===== src/rtl/cart_pkg.sv =====
`default_nettype none

package cart_pkg;

	// ==================================================
	// Widths and vectors
	// ==================================================
	localparam int IO_ADDR_W = 25;
	localparam int BK_ADDR_W = 16;

	typedef logic [IO_ADDR_W-1:0] io_addr_t;
	typedef logic [15:0]          word_t;
	typedef logic [23:0]          rom_addr_t;
	typedef logic [23:0]          mask_t;
	typedef logic [31:0]          lba_t;
	typedef logic [7:0]           byte_t;
	typedef logic [BK_ADDR_W-1:0] bk_addr_t;

	// ==================================================
	// State and code enums
	// ==================================================
	typedef enum logic [1:0] {AUTO, LOROM, HIROM, EXHIROM} rom_layout_e;

	// Upper nibble of the ROM type code
	typedef enum logic [3:0] {
		NONE    = 4'h0,
		CX4     = 4'h4,
		SDD1    = 4'h5,
		SA1     = 4'h6,
		GSU     = 4'h7,
		ST0XX   = 4'h8,
		DSP2    = 4'h9,
		DSP3    = 4'hA,
		DSP4    = 4'hB,
		OBC1    = 4'hC,
		SPC7110 = 4'hD
	} chip_e;

	typedef enum logic {IDLE, XFER} bk_state_e;

	// ==================================================
	// Bundles
	// ==================================================
	typedef struct packed {
		logic        download;
		logic [7:0]  index;
		logic        wr;
		io_addr_t    addr;
		word_t       dout;
		logic [23:0] filesize;
	} ioctl_t;

	typedef struct packed {
		logic [7:0] rom_type;
		mask_t      rom_mask;
		mask_t      ram_mask;
	} cart_info_t;

	typedef struct packed {
		byte_t      mapper;
		byte_t      type_code;
		byte_t      company;
		logic [3:0] rom_size;
		logic [3:0] ram_size;
	} hdr_fields_t;

	typedef struct packed {
		logic     cyc;
		logic     stb;
		logic     we;
		bk_addr_t adr;
		word_t    dat;
		logic [1:0] sel;
	} wb_m2s_t;

	typedef struct packed {
		logic  ack;
		word_t dat;
	} wb_s2m_t;

	// Header byte offsets within the bank
	localparam logic [14:0] HDR_MAPPER_OFS  = 15'h7FD4;
	localparam logic [14:0] HDR_TYPE_OFS    = 15'h7FD6;
	localparam logic [14:0] HDR_RAM_OFS     = 15'h7FD8;
	localparam logic [14:0] HDR_COMPANY_OFS = 15'h7FDA;

	// SPC file layout
	localparam io_addr_t ARAM_OFS   = 25'd256;
	localparam io_addr_t ARAM_LIMIT = 25'h10100;

	localparam int GSU_RAM_KB_LOG = 6;

endpackage

`default_nettype wire


===== src/rtl/header_capture.sv =====
`default_nettype none

module header_capture (
	input  wire                        clk_sys,
	input  wire                        RESET_N,
	input  wire cart_pkg::ioctl_t      ioctl,
	input  wire                        cart_active,
	input  wire cart_pkg::io_addr_t    io_addr_adj,
	input  wire cart_pkg::rom_layout_e rom_layout,
	output logic [1:0]                 layout,
	output cart_pkg::hdr_fields_t      hdr
);

	logic [1:0] eff_layout;
	logic [8:0] prefix;
	logic       hit_mapper;
	logic       hit_type;
	logic       hit_ram;
	logic       hit_company;
	logic       cart_wr;

	// Menu selection wins over the index bits
	assign eff_layout = (rom_layout == cart_pkg::AUTO) ? ioctl.index[7:6] :
	                    2'(rom_layout - 1);

	// ExHiROM header sits at 0x40FFxx, HiROM at 0xFFxx, LoROM at 0x7Fxx
	assign prefix = (eff_layout == 2'd2) ? {8'h40, 1'b1} :
	                (eff_layout == 2'd1) ? {8'h00, 1'b1} : 9'd0;

	assign hit_mapper  = io_addr_adj == cart_pkg::io_addr_t'({prefix, cart_pkg::HDR_MAPPER_OFS});
	assign hit_type    = io_addr_adj == cart_pkg::io_addr_t'({prefix, cart_pkg::HDR_TYPE_OFS});
	assign hit_ram     = io_addr_adj == cart_pkg::io_addr_t'({prefix, cart_pkg::HDR_RAM_OFS});
	assign hit_company = io_addr_adj == cart_pkg::io_addr_t'({prefix, cart_pkg::HDR_COMPANY_OFS});
	assign cart_wr     = cart_active && ioctl.wr;

	always_ff @(posedge clk_sys) begin
		if (!RESET_N) begin
			layout <= 2'd0;
			hdr    <= '0;
		end else if (cart_wr) begin
			// First word of a new image
			if (ioctl.addr == '0) begin
				layout       <= eff_layout;
				hdr.ram_size <= 4'd0;
			end
			if (hit_mapper)
				hdr.mapper <= ioctl.dout[15:8];
			if (hit_type)
				{hdr.rom_size, hdr.type_code} <= ioctl.dout[11:0];
			if (hit_ram)
				hdr.ram_size <= ioctl.dout[3:0];
			if (hit_company)
				hdr.company <= ioctl.dout[7:0];
		end
	end

endmodule

`default_nettype wire


===== config.mk =====
export PLATFORM = sky130hd
export DESIGN_NAME = header_capture
export DESIGN_NICKNAME = d
export VERILOG_FILES = /design/src/rtl/cart_pkg.sv /design/src/rtl/header_capture.sv
export SDC_FILE = /design/constraint.sdc
export NUM_CORES = 1
export LEC_CHECK = 0
export BUFFER_PORTS_ARGS = -buffer_cell sky130_fd_sc_hd__buf_2
export CAP_MARGIN = 20
export CORE_MARGIN = 3
export CORE_UTILIZATION = 34
export DETAILED_ROUTE_END_ITERATION = 10
export MAX_ROUTING_LAYER = met4
export PLACE_DENSITY_LB_ADDON = 0.08
export SLEW_MARGIN = 20
export SYNTH_ARGS = -nofsm -noshare
export SYNTH_HDL_FRONTEND = slang
export SYNTH_SLANG_ARGS = --single-unit

===== constraint.sdc =====
create_clock -name clk_sys -period 2.2 [get_ports clk_sys]
set_clock_uncertainty 0.2 [all_clocks]
set_input_delay 0.22 -clock clk_sys [delete_from_list [all_inputs] [get_ports clk_sys]]
set_output_delay 0.22 -clock clk_sys [all_outputs]
set_load 0.005 [all_outputs]

==> run_results.csv <==
group,metric,value,unit
outcome,status,"finished, final reports clean",
cells_and_area,n_antenna_cell,0,
floorplanning,core_area,0.00444,sq mm
power_and_ir_drop,pwr-share-clk,48.7,%
grt,grt_pass1_wl,7.41,mm
grt,grt_max_degree,28,
synthesis,yosysWarnings,0,
synthesis,yosysTopAreaCell,"dfxtp_1",
power_and_ir_drop,intPower,1180,uW
grt,grt_use_total,18.0,%
route,vias,1778,
sta,drv_slew,0,
route,wl,4.86,mm
sta,hold_violations,0,
floorplanning,dieArea,0.00557,sq mm
cells_and_area,drive_above_1_share,43.1,%
setup_path,r2r_slack,1300,ps
synthesis,synth_edf_count,0,
cells_and_area,area_delta_synth_final,54.9,%
floorplanning,fp-row-count,24,
synthesis,netlist_instances,173,
setup_path,endpoint_kind,"flop",
setup_path,crit_fanout,6,
grt,antenna_found_initial,0,
route,drt_iter0_markers,77,
power_and_ir_drop,combinationalPowerShare,9.6,%
power_and_ir_drop,seq_power_share,41.7,%
synthesis,syn-cell-area,0.00160,sq mm
clock_tree,h-tree-depth,2,
synthesis,syn_nets,279,
setup_path,critPathKind,"input pin to flop",
clock_tree,cts.clk_slew.worst_paths,70,ps
clock_tree,cts_setup_buffers,0,
synthesis,synth_top_cell_area_share,42.5,%
clock_tree,cts_tree,"yes",
floorplanning,num_io_pins,139,
power_and_ir_drop,p_per_area,594,mW/mm^2
hold_path,hold_path_end,"hdr[14]",
floorplanning,start_util,36.1,%
setup_path,worst_ep_arrival_time,2000,ps
synthesis,synth_commonest_cells,"dfxtp_1, nand2_1, mux2i_1",
route,drc,0,
placement,dpl_cell_area,0.00223,sq mm
sta,tightest_slew,405,ps
power_and_ir_drop,p_leak,0.00127,uW
sta,timing.slew.headroom,72.9,%
sta,whs,18.9,ps
synthesis,synth_seq_area_share,42.5,%
clock_tree,clkLatencyLatePin,280,ps
clock_tree,root_buffer,"clkbuf_8",
hold_path,whs_path_depth,3,
setup_path,regToRegEndpoint,"layout[1]",
route,routedWlPerCell,13.8,um
synthesis,ys_ff_latch,34,
synthesis,ys_async_sr_fraction,0,%
setup_path,reg2reg_from,"layout[1]",
synthesis,syn_area_per_cell,9.26,sq um
grt,gr-total-overflow,0,
sta,setup_slack,171,ps
clock_tree,cts.sinks,34,
floorplanning,die_w,74.7,um
power_and_ir_drop,peakVddDrop,272,uV
power_and_ir_drop,switchingPower,298,uW
route,antenna_left,0,
placement,routabilityCongestion,0.745,
hold_path,min_from,"ioctl[30]",
cells_and_area,finalInstanceArea,0.00248,sq mm
run,max_cap_viol_count,0,
setup_path,reg2reg_depth,2,
route,dr.pass1.iters,4,
setup_path,start_kind,"input pin",
grt,grt_pass1_vias,1614,
placement,io_buffers,107,
clock_tree,clockBufferDepth,2,
clock_tree,numCtsBuffers,5,
power_and_ir_drop,report.power.total,1480,uW
synthesis,ys.flop_type,"dfxtp_1",
synthesis,synthTopCellsByArea,"dfxtp_1, mux2i_1, nand2_1",
sta,timing.final.crit_share,92.2,%
placement,place_hpwl,3.67,mm
cells_and_area,nets,404,
sta,period_needed,2030,ps
sta,rsz0062_at_grt,"no",
setup_path,crit_required,2180,ps
synthesis,ys_types,32,
hold_path,hp-class,"input pin to flop",
placement,place_ws,-206,ps
route,viasPerCell,5.07,
power_and_ir_drop,swShare,20.2,%
sta,setup_viol,0,
floorplanning,chipHeight,74.7,um
sta,fmax,0.493,GHz
## flip-flops by register name, summed over array words and instances, names as in the netlist
register and count:
hdr 32, layout 2
## how the worst max path moves through the flow
stage	from	endpoint	cells past startpoint
after floorplan	rom_layout[1]	hdr[10]	9
after global placement	rom_layout[1]	hdr[19]	9
after detailed placement	rom_layout[1]	hdr[16]	9
after CTS	rom_layout[1]	hdr[16]	9
after global routing	rom_layout[1]	hdr[3]	10
final	rom_layout[1]	hdr[16]	9
## metal layers
layer | vias to the layer above | global-route usage, % | routed length (um)
met3 | 7 | 3.60 | 439
met1 | 791 | 22.5 | 2250
met4 | 0 | 8.70 | 82
met5 | - | - | 0
li1 | 891 | - | -
met2 | 89 | 27.9 | 2090
## worst max-delay path: stages
cell,delay (ps)
buf_2,100
buf_4,120
o21bai_1,190
ha_1,270
xor2_1,160
nand4bb_1,190
or3b_1,440
buf_4,190
mux2i_1,120
## per-stage QoR
step                setup TNS, ps  instances  util (%)
detailed placement          -5210        332      50.2
finish                          0        351      55.9
floorplan                       0        173         -
CTS                             0        351      55.9
global placement            -4730        332      50.2
global route                    0        351      55.9
## cell type report
cell class	count	area, sq um
fill	418	1960
multi-input combinational	125	851
timing repair buffer	130	736
sequential	34	681
clock buffer	6	82.6
tap	52	65.1
clock inverter	2	60.1
inverter	2	7.51
## cell usage in the layout (no fill, tap or decap), types with 3 or more instances in the layout
cell type and instances:
mux2i_1 24, nand2b_1 3, nor4_1 7, dfxtp_1 34
buf_2 107, o41ai_1 8, nand4_1 11, nand2_1 34
clkbuf_8 6, o211ai_1 4, a21oi_1 9, buf_4 12
or4_1 3, dlygate4sd3_1 11
## logic make-up after synthesis
logic type / after synthesis / synth area share (%)
buffers and inverters: 14 / 4.45
AND/OR/NAND/NOR: 72 / 25.0
XOR/XNOR: 2 / 1.09
multiplexers: 24 / 15.0
adder cells (fa/ha/maj): 1 / 0.781
AO/OA/AOI/OAI: 26 / 11.2
flip-flops: 34 / 42.5
## timing repair
item,CTS,global route
gates resized for setup,0,1
endpoints found under the hold margin,12,0
hold buffers,11,0
setup endpoints to repair,0,22
## power by group through the flow
stage          Sequential (uW)  Clock [uW]  Combinational (uW)
3_3_place_gp               629           0                 126
5_1_grt                    615         756                 158
6_report                   615         719                 142
2_1_floorplan              629           0                44.1
4_1_cts                    615         735                 142
3_5_place_dp               629           0                 126
No activity file was read; power rests on OpenSTA's default activity.
