[config.mk]
export PLATFORM = sky130hd
export DESIGN_NAME = chip_detect
export DESIGN_NICKNAME = d
export VERILOG_FILES = /design/src/rtl/cart_pkg.sv /design/src/rtl/chip_detect.sv
export SDC_FILE = /design/constraint.sdc
export NUM_CORES = 1
export LEC_CHECK = 0
export CAP_MARGIN = 15
export CORE_ASPECT_RATIO = 0.6
export CORE_MARGIN = 3
export CORE_UTILIZATION = 50
export CTS_CLUSTER_SIZE = 8
export DETAILED_ROUTE_END_ITERATION = 7
export DONT_BUFFER_PORTS = 1
export SYNTH_ARGS = -nofsm -noshare
export SYNTH_HDL_FRONTEND = slang
export SYNTH_SLANG_ARGS = --single-unit
[constraint.sdc]
create_clock -name clk_sys -period 2.6 [get_ports clk_sys]
set_input_delay 0.13 -clock clk_sys [delete_from_list [all_inputs] [get_ports clk_sys]]
set_output_delay 0.13 -clock clk_sys [all_outputs]
set_load 0.005 [all_outputs]
[src/rtl/cart_pkg.sv]
`default_nettype none

package cart_pkg;

	// ==================================================
	// Widths and vectors
	// ==================================================
	localparam int IO_ADDR_W = 25;
	localparam int BK_ADDR_W = 16;

	typedef logic [IO_ADDR_W-1:0] io_addr_t;
	typedef logic [15:0]          word_t;
	typedef logic [23:0]          rom_addr_t;
	typedef logic [23:0]          mask_t;
	typedef logic [31:0]          lba_t;
	typedef logic [7:0]           byte_t;
	typedef logic [BK_ADDR_W-1:0] bk_addr_t;

	// ==================================================
	// State and code enums
	// ==================================================
	typedef enum logic [1:0] {AUTO, LOROM, HIROM, EXHIROM} rom_layout_e;

	// Upper nibble of the ROM type code
	typedef enum logic [3:0] {
		NONE    = 4'h0,
		CX4     = 4'h4,
		SDD1    = 4'h5,
		SA1     = 4'h6,
		GSU     = 4'h7,
		ST0XX   = 4'h8,
		DSP2    = 4'h9,
		DSP3    = 4'hA,
		DSP4    = 4'hB,
		OBC1    = 4'hC,
		SPC7110 = 4'hD
	} chip_e;

	typedef enum logic {IDLE, XFER} bk_state_e;

	// ==================================================
	// Bundles
	// ==================================================
	typedef struct packed {
		logic        download;
		logic [7:0]  index;
		logic        wr;
		io_addr_t    addr;
		word_t       dout;
		logic [23:0] filesize;
	} ioctl_t;

	typedef struct packed {
		logic [7:0] rom_type;
		mask_t      rom_mask;
		mask_t      ram_mask;
	} cart_info_t;

	typedef struct packed {
		byte_t      mapper;
		byte_t      type_code;
		byte_t      company;
		logic [3:0] rom_size;
		logic [3:0] ram_size;
	} hdr_fields_t;

	typedef struct packed {
		logic     cyc;
		logic     stb;
		logic     we;
		bk_addr_t adr;
		word_t    dat;
		logic [1:0] sel;
	} wb_m2s_t;

	typedef struct packed {
		logic  ack;
		word_t dat;
	} wb_s2m_t;

	// Header byte offsets within the bank
	localparam logic [14:0] HDR_MAPPER_OFS  = 15'h7FD4;
	localparam logic [14:0] HDR_TYPE_OFS    = 15'h7FD6;
	localparam logic [14:0] HDR_RAM_OFS     = 15'h7FD8;
	localparam logic [14:0] HDR_COMPANY_OFS = 15'h7FDA;

	// SPC file layout
	localparam io_addr_t ARAM_OFS   = 25'd256;
	localparam io_addr_t ARAM_LIMIT = 25'h10100;

	localparam int GSU_RAM_KB_LOG = 6;

endpackage

`default_nettype wire

[src/rtl/chip_detect.sv]
`default_nettype none

module chip_detect (
	input  wire                        clk_sys,
	input  wire                        RESET_N,
	input  wire                        cart_active,
	input  wire [1:0]                  layout,
	input  wire cart_pkg::hdr_fields_t hdr,
	output cart_pkg::cart_info_t       info
);

	cart_pkg::chip_e  chip;
	logic             flag3;
	logic             st_small;
	logic             gsu_ram;
	logic [3:0]       nibble;
	logic [3:0]       rom_shift;
	cart_pkg::mask_t  rom_mask_n;
	cart_pkg::mask_t  ram_mask_n;
	logic [7:0]       m;
	logic [7:0]       t;

	assign m = hdr.mapper;
	assign t = hdr.type_code;

	// ==================================================
	// Rule table, first match wins
	// ==================================================
	always_comb begin
		chip     = cart_pkg::NONE;
		flag3    = 1'b0;
		st_small = 1'b0;
		gsu_ram  = 1'b0;
		if (m == 8'h30 && t == 8'h05 && hdr.company == 8'hB2)
			chip = cart_pkg::DSP3;
		else if (((m == 8'h20 || m == 8'h21) && t == 8'h03) || (m == 8'h30 && t == 8'h05) ||
		         (m == 8'h31 && (t == 8'h03 || t == 8'h05)))
			chip = cart_pkg::ST0XX;  // DSP1 is bit 7 alone
		else if (m == 8'h20 && t == 8'h05)
			chip = cart_pkg::DSP2;
		else if (m == 8'h30 && t == 8'h03)
			chip = cart_pkg::DSP4;
		else if (m == 8'h30 && t == 8'h25)
			chip = cart_pkg::OBC1;
		else if (m == 8'h32 && (t == 8'h43 || t == 8'h45))
			chip = cart_pkg::SDD1;
		else if (m == 8'h30 && t == 8'hF6) begin
			chip     = cart_pkg::ST0XX;
			flag3    = 1'b1;
			st_small = hdr.rom_size < 4'd10;
		end else if (m == 8'h20 && (t == 8'h13 || t == 8'h14 || t == 8'h15 || t == 8'h1A)) begin
			chip    = cart_pkg::GSU;
			gsu_ram = 1'b1;
		end else if (m == 8'h23 && (t == 8'h32 || t == 8'h34 || t == 8'h35))
			chip = cart_pkg::SA1;
		else if (m == 8'h3A && (t == 8'hF5 || t == 8'hF9)) begin
			chip  = cart_pkg::SPC7110;
			flag3 = t[3];  // RTC variant
		end else if (m == 8'h20 && t == 8'hF3)
			chip = cart_pkg::CX4;
	end

	assign nibble    = chip | {2'b00, st_small, 1'b0};
	assign rom_shift = (hdr.rom_size < 4'd12) ? 4'd12 : hdr.rom_size;
	assign rom_mask_n = (cart_pkg::mask_t'(1024) << rom_shift) - cart_pkg::mask_t'(1);

	// GSU carts always get 64 KiB of RAM
	assign ram_mask_n = gsu_ram ?
		(cart_pkg::mask_t'(1024) << cart_pkg::GSU_RAM_KB_LOG) - cart_pkg::mask_t'(1) :
		(hdr.ram_size != 4'd0) ?
		(cart_pkg::mask_t'(1024) << hdr.ram_size) - cart_pkg::mask_t'(1) : '0;

	// Held while an image is still arriving
	always_ff @(posedge clk_sys) begin
		if (!RESET_N)
			info <= '0;
		else if (!cart_active) begin
			info.rom_type <= {nibble, flag3, 1'b0, layout};
			info.rom_mask <= rom_mask_n;
			info.ram_mask <= ram_mask_n;
		end
	end

endmodule

`default_nettype wire

==> results of run 1 <==
what timing repair did:
item                                    in CTS  in global routing
hold endpoints to repair                    36                  0
hold buffers                                 3                  0
endpoints found under the setup margin       0                  0
stage by stage:
stage,total power [mW],util (%)
floorplan,0.778,-
global placement,0.749,51.7
detailed placement,0.752,51.7
CTS,1.35,55.9
global route,1.40,55.9
finish,1.33,55.9
cells by family (layout without fill, tap and decap cells):
| logic type | count (synthesis) | in the layout | synth area share (%) |
|---|---|---|---|
| other cells | 2 | 3 | 0.351 |
| fa+ha+maj | 2 | 2 | 1.17 |
| simple gates | 93 | 93 | 27.8 |
| mux | 5 | 5 | 2.39 |
| buf+inv | 40 | 17 | 10.6 |
| xor+xnor | 4 | 4 | 1.64 |
| compound gates | 66 | 66 | 21.4 |
| flops | 37 | 37 | 34.6 |
layout by cell type, fill, tap and decap left out, types with 3 or more instances in the layout:
master | synthesis | routed
o21ai_0 | 12 | 12
nand2_1 | 21 | 21
and4bb_2 | 3 | 3
conb_1 | 2 | 3
o21a_1 | 10 | 10
nor3_1 | 9 | 9
mux2i_1 | 4 | 4
nand3b_1 | 3 | 3
nand2b_1 | 4 | 4
clkbuf_8 | 0 | 5
a21boi_0 | 6 | 6
a21oi_1 | 13 | 13
and2_1 | 4 | 4
nor2_1 | 13 | 13
nor4bb_1 | 5 | 5
dfxtp_1 | 37 | 37
o31ai_1 | 5 | 5
nand4_1 | 5 | 5
inv_1 | 6 | 6
nand3_1 | 3 | 3
nor3b_1 | 3 | 3
nor2b_1 | 11 | 11
dlygate4sd3_1 | 0 | 3
how the worst max path moves through the flow:
| stage | depth (start not counted) | end | slack, ps | from |
|---|---|---|---|---|
| CTS | 3 | info[13] | 1050 | RESET_N |
| finish | 3 | info[53] | 1060 | RESET_N |
| floorplan | 9 | info[20] | 930 | hdr[0] |
| global route | 3 | info[55] | 840 | RESET_N |
| global placement | 8 | info[20] | 1070 | hdr[2] |
| detailed placement | 8 | info[20] | 1000 | hdr[2] |
report_power, final:
part           switching [mW]  internal [mW]
registers              0.0325          0.599
clock network           0.199          0.381
logic                  0.0611         0.0600
Yosys cell counts, drive strengths merged (3+ instances only):
cell    number  share of area [%]
nand3        3               0.70
mux2i        4                1.9
nand2b       4                1.2
buf         23                7.7
o31ai        5                1.8
nand3b       3                1.1
and4bb       3                1.8
o21ai       12                2.8
and2         4                1.2
clkbuf      11                1.9
a21oi       13                3.0
nor3b        4                1.6
nor2        14                2.8
a21boi       8                2.8
nor4bb       5                2.3
nand4        6                2.5
o21a        10                3.5
inv          6                1.1
dfxtp       37                 35
nand2       21                3.7
nor2b       11                3.2
nor3        10                2.6
metal layers:
layer	up-vias	routed length [um]	track usage, %
met5	-	0	0
met4	0	33	3.27
met3	4	702	11.0
met2	81	2050	28.2
met1	758	2400	29.3
li1	821	-	-
cell type report:
cell class	count	share of cell area [%]
multi-input cells	173	54.1
clock buffers	5	3.16
well taps	57	3.28
clock inverters	3	2.99
repair buffers	3	1.38
inverters	6	1.04
flip-flops and latches	37	34.0
critical path, cell delays in order:
cell           delay, ps
dlygate4sd3_1       1220
o21ai_0              220
a21oi_1              170
==> reports/qor.yml, run 1 <==
place:
  placed_cell_area_um2: 2010
  io_buffers: 0
  dp_slack_ps: 996
  placedCellCount: 273
  dp_hpwl_um: 3790
  place_congestion: 0.893
cts:
  numCtsBuffers: 5
  clock_sinks: 37
  clk_pin_slew_worst_paths_ps: 70
  post_cts.repair.setup_buffers: 0
  clk_path_buf_depth: 2
  clock_insertion_delay_worst_skew_ps: 280
  clockRootBuffer: "clkbuf_8"
  cts-resized-gates: 0
  cts_htree_levels: 2
  cts_tree: "built"
drt:
  wl_per_cell_um: 18.3
  drtIter0Drc: 100
  wirelength_um: 5180
  ant_nets: 0
  dr.pass1.iters: 4
  drc: 0
  vias: 1664
  vias_per_cell: 5.86
timing:
  timing.setup.tns_ps: 0
  max_freq_mhz: 651
  rsz0062_at_grt: "no"
  layout_worst_path_cycle_share_pct: 59.1
  worst_slack_ps: 1060
  worstMarginPinSlew_ps: 1040
  finalMaxSlewViolations: 0
  fin_skew_ps: 0
  fin_crit_ps: 1540
  relSlewSlack_pct: 30.5
  fin_hold_ws_ps: 12.3
  hold_viol: 0
  setup_viol_count_final: 0
setup_path:
  r2r_end: "info[9]"
  start_kind: "input pin"
  critical_path_required_ps: 2810
  crit_type: "input pin to register"
  critPathMaxFanout: 34
  arrival_ps: 1750
  endpoint_kind: "register"
  rrSetupSlack_ps: 1640
  rr_startpoint: "info[9]"
  rr_worst_depth: 2
yosys:
  synth_edf_count: 0
  ys_warn_count: 0
  synth_area_um2: 2140
  seq_area_frac_synth_pct: 34.6
  netlist_instances: 249
  async_flop_share_pct: 0
  ys.flop_type: "dfxtp_1"
  ys_seq_elements: 37
  syn_area_per_cell_um2: 8.60
  yosysUniqueCellTypes: 53
cells_and_area:
  num_antenna_cells: 0
  seq_area_um2: 741
  regMostFlops: "info"
  multi_input_area_um2: 1180
  drive_above_1_share_pct: 9.25
  largest_reg_flops: 37
  fin_area_um2: 2180
  num-nets-final: 265
  num-fill-cells: 361
  top_regs: "info x37"
  area_growth_pct: 1.58
  finalNonFillerCells: 284
pwr:
  p_per_area_nw_per_um2: 612
  ir_drop_mv: 0.374
  p_leak_nw: 0.759
grt:
  grtUsageTotal_pct: 20.8
  overflow: 0
  grt_pass1_vias: 1685
  antenna_found_initial: 0
  grt_pass1_wl_um: 8510
  grt_max_degree: 35
hold_path:
  min_to: "info[38]"
  min_path_type: "input pin to register"
  whs_path_depth: 2
  hold_path_startpoint: "cart_active"
floorplan:
  initial_core_util_pct: 55.0
  fp.coreArea_um2: 3890
  io_pins: 93
  die_w_um: 90.5
  die-area_um2: 5130
  die_h_um: 56.7
  rows: 17
flow_run:
  drv_cap: 0
run_status:
  outcome: "complete, no violations"
Note: power is estimated with default switching activity, not from simulation.
==> run 2, diff against run 1 <==
PLACE_DENSITY = 0.68   (was not set)
clock period = 1.4 ns   (was 2.6 ns; I/O delays follow)
==> run 2 against run 1 <==
  * Sequential share of layout area down 2.6 points
  * Die area unchanged
  * Combinational power up 150%
  * Critical endpoint is now info[42]
  * Largest cell class unchanged
  * Highest routed layer unchanged
==> reports/qor.yml, run 2 (synthesis gave the netlist of run 1 again) <==
drt:
  drc: 0
  wl_per_cell_um: 17.4
  dr.pass1.iters: 4
  wirelength_um: 5330
  vias_per_cell: 5.79
  ant_nets: 0
  vias: 1779
  drtIter0Drc: 141
cts:
  clockRootBuffer: "clkbuf_8"
  clock_insertion_delay_worst_skew_ps: 290
  post_cts.repair.setup_buffers: 0
  cts_htree_levels: 2
  cts_tree: "built"
  clock_sinks: 37
  clk_path_buf_depth: 2
  clk_pin_slew_worst_paths_ps: 80
  numCtsBuffers: 5
floorplan:
  rows: 17
  die_h_um: 56.7
  die_w_um: 90.5
  io_pins: 93
  initial_core_util_pct: 55.0
  fp.coreArea_um2: 3890
  die-area_um2: 5130
place:
  dp_hpwl_um: 3640
  io_buffers: 0
  placedCellCount: 285
  place_congestion: 0.899
  dp_slack_ps: 19.3
  placed_cell_area_um2: 2120
run_status:
  outcome: "complete, no violations"
cells_and_area:
  seq_area_um2: 741
  area_growth_pct: 9.99
  top_regs: "info x37"
  fin_util_pct: 60.5
  multi_input_area_um2: 1200
  final_cell_mix: "37 x dfxtp_1, 21 x nand2_1, 13 x a21oi_1"
  regMostFlops: "info"
  largest_reg_flops: 37
  num_antenna_cells: 0
  final_common_cell: "dfxtp_1"
  fin_area_um2: 2360
  drive_above_1_share_pct: 14.4
  finalNonFillerCells: 307
  num-fill-cells: 359
  num-nets-final: 288
timing:
  timing.setup.tns_ps: 0
  setup_viol_count_final: 0
  hold_viol: 0
  max_freq_mhz: 865
  relSlewSlack_pct: 41.1
  worst_slack_ps: 243
  finalMaxSlewViolations: 0
  fin_hold_ws_ps: 5.49
  layout_worst_path_cycle_share_pct: 82.6
  fin_crit_ps: 1160
  worstMarginPinSlew_ps: 883
  rsz0062_at_grt: "no"
  fin_skew_ps: 0
pwr:
  p_per_area_nw_per_um2: 928
  ir_drop_mv: 0.709
  total_power_mw: 2.19
  p_leak_nw: 0.867
grt:
  antenna_found_initial: 0
  grtUsageTotal_pct: 21.8
  grt_pass1_vias: 1757
  overflow: 0
  grt_max_degree: 30
  grt_pass1_wl_um: 8890
flow_run:
  drv_cap: 0
setup_path:
  arrival_ps: 1330
  critPathMaxFanout: 2
  crit_type: "register to register"
  rrSetupSlack_ps: 240
  start_kind: "register"
  endpoint_kind: "register"
  critical_path_required_ps: 1570
hold_path:
  min_path_type: "input pin to register"
-- run 2: cell types whose count changed in the layout (fill, tap and decap cells not counted), sizes merged --
cell | before | now
clkinv | 1 | 2
dlymetal6s4s | 0 | 2
buf | 0 | 12
clkinvlp | 0 | 1
dlygate4sd3 | 3 | 12
bufinv | 2 | 0
-- run 2: repair_timing --
action                                 in CTS  in global routing
setup endpoints to repair                   0                 12
endpoints found under the hold margin      37                  0
resized for setup                           0                  2
hold buffers                               14                  0
-- run 2: routing by layer --
| layer | up-vias | wire length, um | track usage, % |
|---|---|---|---|
| met3 | 2 | 741 | 10.2 |
| li1 | 866 | - | - |
| met1 | 817 | 2500 | 31.3 |
| met4 | 0 | 16 | 3.70 |
| met5 | - | 0 | 0 |
| met2 | 94 | 2070 | 29.4 |
-- run 2: cell type report --
type                       instances  area share [%]
multi-input combinational        173            50.9
sequential                        37            31.4
timing repair buffer              26            9.98
tap                               57            3.03
clock buffer                       5            2.92
inverter                           6           0.956
clock inverter                     3           0.743
-- run 2: worst paths after layout --
path	startpoint	endpoint	cells past startpoint
hold / removal	cart_active	info[20]	3
setup reg to reg	info[42]	info[42]	2
hold reg to reg	info[9]	info[9]	2
setup / recovery	info[42]	info[42]	2
-- run 2: worst max-delay path, cell delays in order (launching register included) --
cell and delay [ps]:
dfxtp_1 330, o21a_1 170, dlygate4sd3_1 550
-- run 2: power by group --
part / switching (mW) / total, mW / internal (mW)
clock: 0.385 / 0.728 / 0.343
sequential: 0.0444 / 1.16 / 1.11
combinational: 0.144 / 0.302 / 0.158
