$ cat config.mk
export PLATFORM = sky130hd
export DESIGN_NAME = backup_engine
export DESIGN_NICKNAME = d
export VERILOG_FILES = /design/src/rtl/cart_pkg.sv /design/src/rtl/backup_engine.sv
export SDC_FILE = /design/constraint.sdc
export NUM_CORES = 1
export LEC_CHECK = 0
export BUFFER_PORTS_ARGS = -buffer_cell sky130_fd_sc_hd__buf_4
export CAP_MARGIN = 20
export CORE_UTILIZATION = 52
export CTS_CLUSTER_SIZE = 8
export DETAILED_ROUTE_END_ITERATION = 10
export GPL_ROUTABILITY_DRIVEN = 0
export PLACE_DENSITY = 0.8
export SETUP_SLACK_MARGIN = 0.05
export SYNTH_ARGS = -nofsm -noshare
export SYNTH_HDL_FRONTEND = slang
export SYNTH_SLANG_ARGS = --single-unit
$ cat constraint.sdc
create_clock -name clk_sys -period 3.1 [get_ports clk_sys]
set_clock_uncertainty 0.2 [all_clocks]
set_input_delay 0.31 -clock clk_sys [delete_from_list [all_inputs] [get_ports clk_sys]]
set_output_delay 0.31 -clock clk_sys [all_outputs]
set_load 0.03 [all_outputs]
$ cat src/rtl/cart_pkg.sv
`default_nettype none

package cart_pkg;

	// ==================================================
	// Widths and vectors
	// ==================================================
	localparam int IO_ADDR_W = 25;
	localparam int BK_ADDR_W = 16;

	typedef logic [IO_ADDR_W-1:0] io_addr_t;
	typedef logic [15:0]          word_t;
	typedef logic [23:0]          rom_addr_t;
	typedef logic [23:0]          mask_t;
	typedef logic [31:0]          lba_t;
	typedef logic [7:0]           byte_t;
	typedef logic [BK_ADDR_W-1:0] bk_addr_t;

	// ==================================================
	// State and code enums
	// ==================================================
	typedef enum logic [1:0] {AUTO, LOROM, HIROM, EXHIROM} rom_layout_e;

	// Upper nibble of the ROM type code
	typedef enum logic [3:0] {
		NONE    = 4'h0,
		CX4     = 4'h4,
		SDD1    = 4'h5,
		SA1     = 4'h6,
		GSU     = 4'h7,
		ST0XX   = 4'h8,
		DSP2    = 4'h9,
		DSP3    = 4'hA,
		DSP4    = 4'hB,
		OBC1    = 4'hC,
		SPC7110 = 4'hD
	} chip_e;

	typedef enum logic {IDLE, XFER} bk_state_e;

	// ==================================================
	// Bundles
	// ==================================================
	typedef struct packed {
		logic        download;
		logic [7:0]  index;
		logic        wr;
		io_addr_t    addr;
		word_t       dout;
		logic [23:0] filesize;
	} ioctl_t;

	typedef struct packed {
		logic [7:0] rom_type;
		mask_t      rom_mask;
		mask_t      ram_mask;
	} cart_info_t;

	typedef struct packed {
		byte_t      mapper;
		byte_t      type_code;
		byte_t      company;
		logic [3:0] rom_size;
		logic [3:0] ram_size;
	} hdr_fields_t;

	typedef struct packed {
		logic     cyc;
		logic     stb;
		logic     we;
		bk_addr_t adr;
		word_t    dat;
		logic [1:0] sel;
	} wb_m2s_t;

	typedef struct packed {
		logic  ack;
		word_t dat;
	} wb_s2m_t;

	// Header byte offsets within the bank
	localparam logic [14:0] HDR_MAPPER_OFS  = 15'h7FD4;
	localparam logic [14:0] HDR_TYPE_OFS    = 15'h7FD6;
	localparam logic [14:0] HDR_RAM_OFS     = 15'h7FD8;
	localparam logic [14:0] HDR_COMPANY_OFS = 15'h7FDA;

	// SPC file layout
	localparam io_addr_t ARAM_OFS   = 25'd256;
	localparam io_addr_t ARAM_LIMIT = 25'h10100;

	localparam int GSU_RAM_KB_LOG = 6;

endpackage

`default_nettype wire

$ cat src/rtl/backup_engine.sv
`default_nettype none

module backup_engine (
	input  wire                    clk_sys,
	input  wire                    RESET_N,
	input  wire                    img_mounted,
	input  wire [31:0]             img_size,
	input  wire                    bk_save,
	input  wire                    dl_start,
	input  wire                    sd_ack,
	input  wire [8:0]              sd_buff_addr,
	input  wire cart_pkg::byte_t   sd_buff_dout,
	input  wire                    sd_buff_wr,
	input  wire                    sd_buff_rd,
	input  wire cart_pkg::wb_s2m_t wb_in,
	output cart_pkg::lba_t         sd_lba,
	output logic                   sd_rd,
	output logic                   sd_wr,
	output cart_pkg::byte_t        sd_buff_din,
	output logic                   bk_ena,
	output logic                   bk_busy,
	output cart_pkg::wb_m2s_t      wb_out
);

	cart_pkg::bk_state_e state;
	logic                load;
	logic [11:0]         sav_size;
	logic                mounted_d;
	logic                save_d;
	logic                ack_d;
	logic                start_load;
	logic                start_save;
	logic                wr_req;
	logic                rd_req;
	logic                cyc_q;
	logic                we_q;
	cart_pkg::bk_addr_t  adr_q;
	cart_pkg::bk_addr_t  wb_ptr;
	cart_pkg::word_t     dat_q;
	cart_pkg::word_t     hold;
	cart_pkg::byte_t     lo_byte;

	assign start_load = (state == cart_pkg::IDLE) && img_mounted && !mounted_d && (|img_size);
	assign start_save = (state == cart_pkg::IDLE) && !start_load && bk_save && !save_d && bk_ena;
	assign wr_req = (state == cart_pkg::XFER) && load && sd_buff_wr && sd_buff_addr[0];
	assign rd_req = start_save ||
	                ((state == cart_pkg::XFER) && !load && sd_buff_rd && sd_buff_addr[0]);

	assign bk_busy     = (state == cart_pkg::XFER);
	assign sd_buff_din = sd_buff_addr[0] ? hold[15:8] : hold[7:0];
	assign wb_out = '{cyc: cyc_q, stb: cyc_q, we: we_q, adr: adr_q, dat: dat_q, sel: 2'b11};

	// ==================================================
	// Sector sequencing
	// ==================================================
	always_ff @(posedge clk_sys) begin
		if (!RESET_N) begin
			state     <= cart_pkg::IDLE;
			load      <= 1'b0;
			bk_ena    <= 1'b0;
			sd_rd     <= 1'b0;
			sd_wr     <= 1'b0;
			sd_lba    <= '0;
			sav_size  <= '0;
			mounted_d <= 1'b0;
			save_d    <= 1'b0;
			ack_d     <= 1'b0;
		end else begin
			mounted_d <= img_mounted;
			save_d    <= bk_save;
			ack_d     <= sd_ack;
			if (sd_ack && !ack_d) begin
				sd_rd <= 1'b0;
				sd_wr <= 1'b0;
			end
			if (start_load || start_save) begin
				state  <= cart_pkg::XFER;
				load   <= start_load;
				sd_rd  <= start_load;
				sd_wr  <= start_save;
				sd_lba <= '0;
			end else if (state == cart_pkg::XFER && ack_d && !sd_ack) begin
				if (sd_lba[11:0] == sav_size)
					state <= cart_pkg::IDLE;
				else begin
					sd_lba <= sd_lba + 1'b1;
					sd_rd  <= load;
					sd_wr  <= !load;
				end
			end
			if (img_mounted && !mounted_d) begin
				bk_ena   <= |img_size;
				sav_size <= img_size[20:9];
			end
			if (dl_start)
				bk_ena <= 1'b0;
		end
	end

	// Wishbone cycle, one outstanding
	always_ff @(posedge clk_sys) begin
		if (!RESET_N)
			cyc_q <= 1'b0;
		else if (wr_req || rd_req)
			cyc_q <= 1'b1;
		else if (wb_in.ack)
			cyc_q <= 1'b0;
	end

	// Byte pairing and word addressing
	always_ff @(posedge clk_sys) begin
		if (start_load)
			wb_ptr <= '0;
		if ((state == cart_pkg::XFER) && load && sd_buff_wr && !sd_buff_addr[0])
			lo_byte <= sd_buff_dout;
		if (wr_req) begin
			we_q   <= 1'b1;
			adr_q  <= wb_ptr;
			dat_q  <= {sd_buff_dout, lo_byte};
			wb_ptr <= wb_ptr + 1'b1;
		end else if (rd_req) begin
			we_q   <= 1'b0;
			adr_q  <= start_save ? '0 : wb_ptr;
			wb_ptr <= start_save ? cart_pkg::bk_addr_t'(1) : wb_ptr + 1'b1;
		end
		if (wb_in.ack && !we_q)
			hold <= wb_in.dat;
	end

endmodule

`default_nettype wire

==> impl_results.md, run 1 <==
- Largest net degree at the start of global routing: 33
- Post-synth EDFFs: 72
- P_sw: 932 uW
- CTS tree: built
- Mux share of post-synthesis cell area: 0.0168
- Sw frac: 0.223
- DRT Pass-1 Iters: 5
- Hold Path Class: input port to register
- CTS root buffer: clkbuf_8
- Final Util: 0.786
- Die span in y: 104 um
- Slew margin rel.: 0.423
- #FFs+latches synth: 126
- Warnings, synthesis: 0
- Leak Pwr: 0.00298 uW
- Die area: 10700 um2
- Clock Power Share: 0.441
- Setup crit start kind: input port
- Reg clk slew, reported paths: 0.06 ns
- Core Rows: 36
- Crit path max fanout: 11
- Nets: 755
- Fmax: 348 MHz
- Worst path required time: 3.35 ns
- Critical Path AT: 3.12 ns
- Combinational share of power: 0.105
- Hpwl dp: 8160 um
- Clock sinks: 126
- Cell Area, Synth: 5370 um2
- Pwr Density: 536 nW/um2
- Critical Path Sink Type: register
- Area Growth Syn to Fin: 45.1%
- DR WL/cell: 15.4 um
- Port bufs: 144
- Vias/cell: 5.20
- Initial core utilization: 0.542
- Final period util: 0.926
- Via count: 4288
- Post-synth cell types: 45
- Post-Synth Adder-Cell Area: 0.00466
- DRC violations left: 0
- Worst Tran Pin Value: 0.864 ns
- Worst reg2reg path depth: 9
- Post-Synth Simple-Gate Area: 0.225
- Initial antenna violation count: 0
- Reg2reg start: mounted_d
- Initial drt markers: 166
- Worst VDD drop: 0.318 mV
- H-tree levels: 4
- Xor-xnor portion of the synthesized cell area: 0.0848
- Post-CTS Setup Inserts: 0
- Final wirelength: 12700 um
- Largest family of logic cells by synthesized area: simple AND/OR/NAND/NOR gates
- Top FF cell, synth: edfxtp_1
- Crit path from: img_size[20]
- Io pins: 155
- Share of layout cells above drive strength 1: 0.299
- Slew Viols, Final: 0
- First-pass GRT wire length: 20700 um
- Maxcap violations: 0
- Ant diodes: 0
- DRT antenna net count: 0
- CTS buffer count: 17
- Max clock buf depth: 2
- Hold path cells: 3
- Worst hold start: sd_buff_addr[0]
- Placeable Area: 9910 um2
- Internal: 3240 uW
- Final setup viols: 0
- Run status: finished clean
- RSZ-0062 raised after global routing: no
- Clock latency on the worst-skew pair: 0.51 ns
- Minimum clock period: 2.87 ns
- Setup CP Type: input port to register
- Compound-gate portion of the synthesized area: 0.0415
- Ys async rst share: 0
- Final hold vios: 0
- GR Overflow Total: 0
- Setup TNS Final: 0 ns
- Sequential share of the synthesized area: 0.604
- Die Span X: 104 um
- Seq pwr share: 0.454
- Vias in the first global route: 4411
- Syn avg cell area: 11.6 um2
- GR Util All Layers: 0.247
- Cell count after synthesis: 464
[flip-flops by register name (all words and copies together) (netlist names), 8 cells and up]
name,count
sd_lba,32
adr_q,16
dat_q,16
hold,16
wb_ptr,16
sav_size,12
lo_byte,8
[power groups by stage]
stage               registers, uW  clock network [uW]  logic (uW)
floorplan                    1940                   0         193
global placement             1920                   0         358
CTS                          1890                1870         434
global route                 1900                1950         473
finish                       1900                1840         439
detailed placement           1930                   0         368
[logic make-up (layout without fill, tap and decap cells)]
kind of cell	count (synthesis)	in the layout
buffers and inverters	25	252
AO/OA/AOI/OAI	35	35
other	1	2
AND/OR/NAND/NOR	215	215
multiplexers	8	8
XOR/XNOR	52	52
flip-flops	126	126
adder cells (fa/ha/maj)	2	2
[cells in the final DEF (no fill, tap or decap), types with 11 or more instances in the layout]
master,count
edfxtp_1,72
xnor2_1,42
nand4_1,11
nor4_1,15
dlygate4sd3_1,61
and2_1,19
nor2_1,46
clkbuf_16,18
dfxtp_1,54
a21boi_0,14
buf_4,156
nand3_1,14
nand2_1,49
[final cells by class]
cell class,instances,area [um2]
multi-input combinational,314,2020
sequential,126,3240
timing repair buffer,217,1780
tap,133,166
fill,620,2120
inverter,3,11.3
clock inverter,4,21.3
clock buffer,28,548
[worst paths after layout]
check	end	slack, ns
worst max register to register	cyc_q	0.39
worst min-delay path	lo_byte[6]	0.19
worst max-delay path	cyc_q	0.23
worst min register to register	dat_q[7]	0.21
[critical path, stage by stage]
cell           delay (ns)
dlygate4sd3_1        0.55
buf_4                0.15
nor4_2               0.32
nand4_1              0.21
o21ai_0              0.23
buf_4                0.18
nand2_1              0.07
nand2_2              0.16
buf_4                0.23
o21a_1               0.15
dlygate4sd3_1        0.55
[synthesized netlist by cell type, types with 5 or more instances]
library cell | instances | area (um2)
edfxtp_1 | 72 | 2160
dfxtp_1 | 54 | 1080
nand2_1 | 50 | 188
nor2_1 | 46 | 173
xnor2_1 | 42 | 368
and2_1 | 19 | 119
nor4_1 | 16 | 100
a21boi_0 | 14 | 105
nand3_1 | 14 | 70.1
clkbuf_1 | 12 | 45.0
nand4_1 | 11 | 68.8
nor3_1 | 10 | 50.1
xor2_1 | 10 | 87.6
o21ai_0 | 9 | 45.0
mux2_2 | 8 | 90.1
a21oi_1 | 7 | 35.0
or3_1 | 7 | 43.8
nand2b_1 | 6 | 37.5
and4_1 | 5 | 43.8
buf_4 | 5 | 37.5
nor4b_1 | 5 | 43.8
[timing repair]
item	CTS	global route
gates resized for setup	0	2
hold buffers	61	0
hold endpoints to repair	54	0
endpoints found under the setup margin	0	1
[layer usage]
layer / share of wire / up-vias / track usage
met1: 0.40 / 2057 / 0.274
li1: - / 2076 / -
met3: 0.044 / 16 / 0.0680
met2: 0.54 / 139 / 0.451
met5: 0 / - / 0
met4: 0.014 / 0 / 0.0859
[stage by stage]
step	hold WS, ns	area (um2)	setup slack, ns	std cells	total power [uW]
2_1_floorplan	0.187	5380	0.746	465	2130
6_report	0.191	7790	0.230	825	4180
4_1_cts	0.164	7780	0.161	825	4200
5_1_grt	0.196	7790	0.0729	825	4330
3_3_place_gp	0.201	6610	0.545	732	2280
3_5_place_dp	0.205	6610	0.515	732	2300
No activity file was read; power rests on OpenSTA's default activity.
==> inputs of run 2 (changes only) <==
- REMOVE_ABC_BUFFERS: default -> 1
==> run 2 against run 1 <==
Non-clock buffer count fell by 4. Combinational power about the same. Critical path depth decreased by 1. Cell count is 0.48% lower. First-iteration DRC count grew 14%. Largest cell class unchanged. Die area unchanged. Clock power up 4%. Global-route usage increased by 1.9 points.
==> impl_results.md, run 2 (synthesized netlist as in run 1, its figures left out) <==
- Initial core utilization: 0.542 (unchanged)
- Most used cell, CP: buf_4 (unchanged)
- Die area: 10700 um2 (unchanged)
- RSZ-0062 raised after global routing: no (unchanged)
- Placeable Area: 9910 um2 (unchanged)
- Commonest cells after routing, fill and taps aside: buf_4 (154), edfxtp_1 (72), dlygate4sd3_1 (59), dfxtp_1 (54), nand2_1 (50) (was buf_4 (156), edfxtp_1 (72), dlygate4sd3_1 (61), dfxtp_1 (54), nand2_1 (49))
- Die Span X: 104 um (unchanged)
- Hold_ws: 0.0698 ns (was 0.191 ns)
- Worst hold start: sd_buff_rd (was sd_buff_addr[0])
- PostCTS Resize Cnt: 0 (unchanged)
- Vias/cell: 5.29 (was 5.20)
- Setup CP Type: input port to register (unchanged)
- Initial drt markers: 189 (was 166)
- Worst hold path endpoint: we_q (was lo_byte[6])
- GR Overflow Total: 0 (unchanged)
- Minimum clock period: 2.78 ns (was 2.87 ns)
- Maxcap violations: 0 (unchanged)
- Worst path required time: 3.34 ns (was 3.35 ns)
- Area Growth Syn to Fin: 44.5% (was 45.1%)
- Pre-CTS setup slack: 0.533 ns (was 0.515 ns)
- FILL cells: 604 (was 620)
- Run status: finished clean (unchanged)
- Reg2reg start: bk_busy (was mounted_d)
- Slew Viols, Final: 0 (unchanged)
- R2R Setup Slk: 0.59 ns (was 0.39 ns)
- Core Rows: 36 (unchanged)
- DRT Pass-1 Iters: 4 (was 5)
- Nets: 751 (was 755)
- Vias in the first global route: 4509 (was 4411)
- Io pins: 155 (unchanged)
- CTS tree: built (unchanged)
- Clock sinks: 126 (unchanged)
- CTS buffer count: 17 (unchanged)
- Critical Path Sink Type: register (unchanged)
- First-pass GRT wire length: 22100 um (was 20700 um)
- Final period util: 0.897 (was 0.926)
- CTS root buffer: clkbuf_8 (unchanged)
- Initial antenna violation count: 0 (unchanged)
- Commonest non-fill, non-tap cell in the layout: buf_4 (unchanged)
- GR Util All Layers: 0.265 (was 0.247)
- Reg clk slew, reported paths: 0.06 ns (about the same)
- Hold path cells: 4 (was 3)
- Critical-path top delay cell: dlygate4sd3_1 (unchanged)
- Via count: 4340 (was 4288)
- Reg2reg end: cyc_q (unchanged)
- Final wirelength: 13900 um (was 12700 um)
- Final setup viols: 0 (unchanged)
- Final hold vios: 0 (unchanged)
- Critical Path, Cell by Cell: dlygate4sd3_1 > buf_4 > nor4_1 > nand4_1 > o21ai_0 > buf_4 > nand2_1 > nand2_1 > buf_4 > o21a_1 (was dlygate4sd3_1 > buf_4 > nor4_2 > nand4_1 > o21ai_0 > buf_4 > nand2_1 > nand2_2 > buf_4 > o21a_1 > dlygate4sd3_1)
- Critical Path AT: 3.02 ns (was 3.12 ns)
- DRC violations left: 0 (unchanged)
- Fmax: 360 MHz (was 348 MHz)
- Max stage delay on crit path: 0.57 ns (was 0.55 ns)
- Clock latency on the worst-skew pair: 0.51 ns (about the same)
- Top reg by flops: sd_lba (unchanged)
- Largest net degree at the start of global routing: 33 (unchanged)
- Die span in y: 104 um (unchanged)
- Worst VDD drop: 0.357 mV (was 0.318 mV)
- Port bufs: 144 (unchanged)
- H-tree levels: 4 (unchanged)
- Hpwl dp: 8160 um (about the same)
- Max clock buf depth: 2 (unchanged)
- Largest register FFs: 32 (unchanged)
- Worst reg2reg path depth: 5 (was 9)
- Ant diodes: 0 (unchanged)
- Slew margin rel.: 0.504 (was 0.423)
- Post-route total power: 4260 uW (was 4180 uW)
- DR WL/cell: 16.9 um (was 15.4 um)
- Pwr Density: 549 nW/um2 (was 536 nW/um2)
- Setup ws final: 0.319 ns (was 0.230 ns)
- Crit path max fanout: 17 (was 11)
- Hold Path Class: input port to register (unchanged)
- Leak Pwr: 0.00296 uW (was 0.00298 uW)
- DRT antenna net count: 0 (unchanged)
- Worst Tran Pin Value: 0.743 ns (was 0.864 ns)
- Share of layout cells above drive strength 1: 0.294 (was 0.299)
- Setup crit start kind: input port (unchanged)
-- run 2: changes by cell type in the layout (fill, tap and decap cells not counted), moves of 2 or more --
| cell | previous run | this run |
|---|---|---|
| buf_4 | 156 | 154 |
| bufinv_16 | 0 | 2 |
| clkbuf_8 | 6 | 4 |
| dlygate4sd3_1 | 61 | 59 |
-- run 2: area by class of cell --
| class | count | area, um2 | share of cell area |
|---|---|---|---|
| clock buffers | 26 | 499 | 0.0643 |
| clock inverters | 6 | 81.3 | 0.0105 |
| inverters | 3 | 11.3 | 0.00145 |
| multi-input cells | 314 | 2010 | 0.259 |
| flip-flops and latches | 126 | 3240 | 0.418 |
| well taps | 133 | 166 | 0.0214 |
| repair buffers | 213 | 1750 | 0.225 |
-- run 2: critical path: cells and delay by family --
| kind | cells | cell delay, ns |
|---|---|---|
| compound gates | 2 | 0.37 |
| simple gates | 4 | 1.20 |
| buf+inv | 4 | 1.13 |
-- run 2: where the power goes --
group | switching [uW] | internal (uW) | leakage (uW)
clock | 670 | 1250 | 0.000289
sequential | 47.8 | 1850 | 0.00112
combinational | 231 | 207 | 0.00155
-- run 2: how the worst max path moves through the flow --
stage | startpoint | to | slack (ns) | cells past startpoint
2_1_floorplan | sd_lba[11] | sd_wr | -0.89 | 6
3_3_place_gp | img_size[12] | wb_ptr[8] | 0.63 | 7
3_5_place_dp | sd_buff_addr[0] | cyc_q | 0.53 | 6
4_1_cts | img_size[16] | cyc_q | 0.52 | 10
5_1_grt | img_size[12] | cyc_q | 0.18 | 10
6_report | img_size[12] | cyc_q | 0.32 | 10
-- run 2: stage by stage --
stage               setup TNS [ns]  area, um2   util  instances
floorplan                   -24.52       5260      -        443
global placement                 0       6590  0.665        730
detailed placement               0       6590  0.665        730
CTS                              0       7760  0.783        821
global route                     0       7760  0.783        821
finish                           0       7760  0.783        821
-- run 2: layer usage --
metal	track usage	share of wire	routed length, um
met1	0.291	0.40	5480
met2	0.482	0.53	7310
met5	0	0	0
met4	0.111	0.020	282
met3	0.0705	0.058	806
-- run 2: timing repair --
action / CTS / global route
hold buffers: 59 / 0
setup buffers: 0 / 0
hold endpoints to repair: 54 / 0
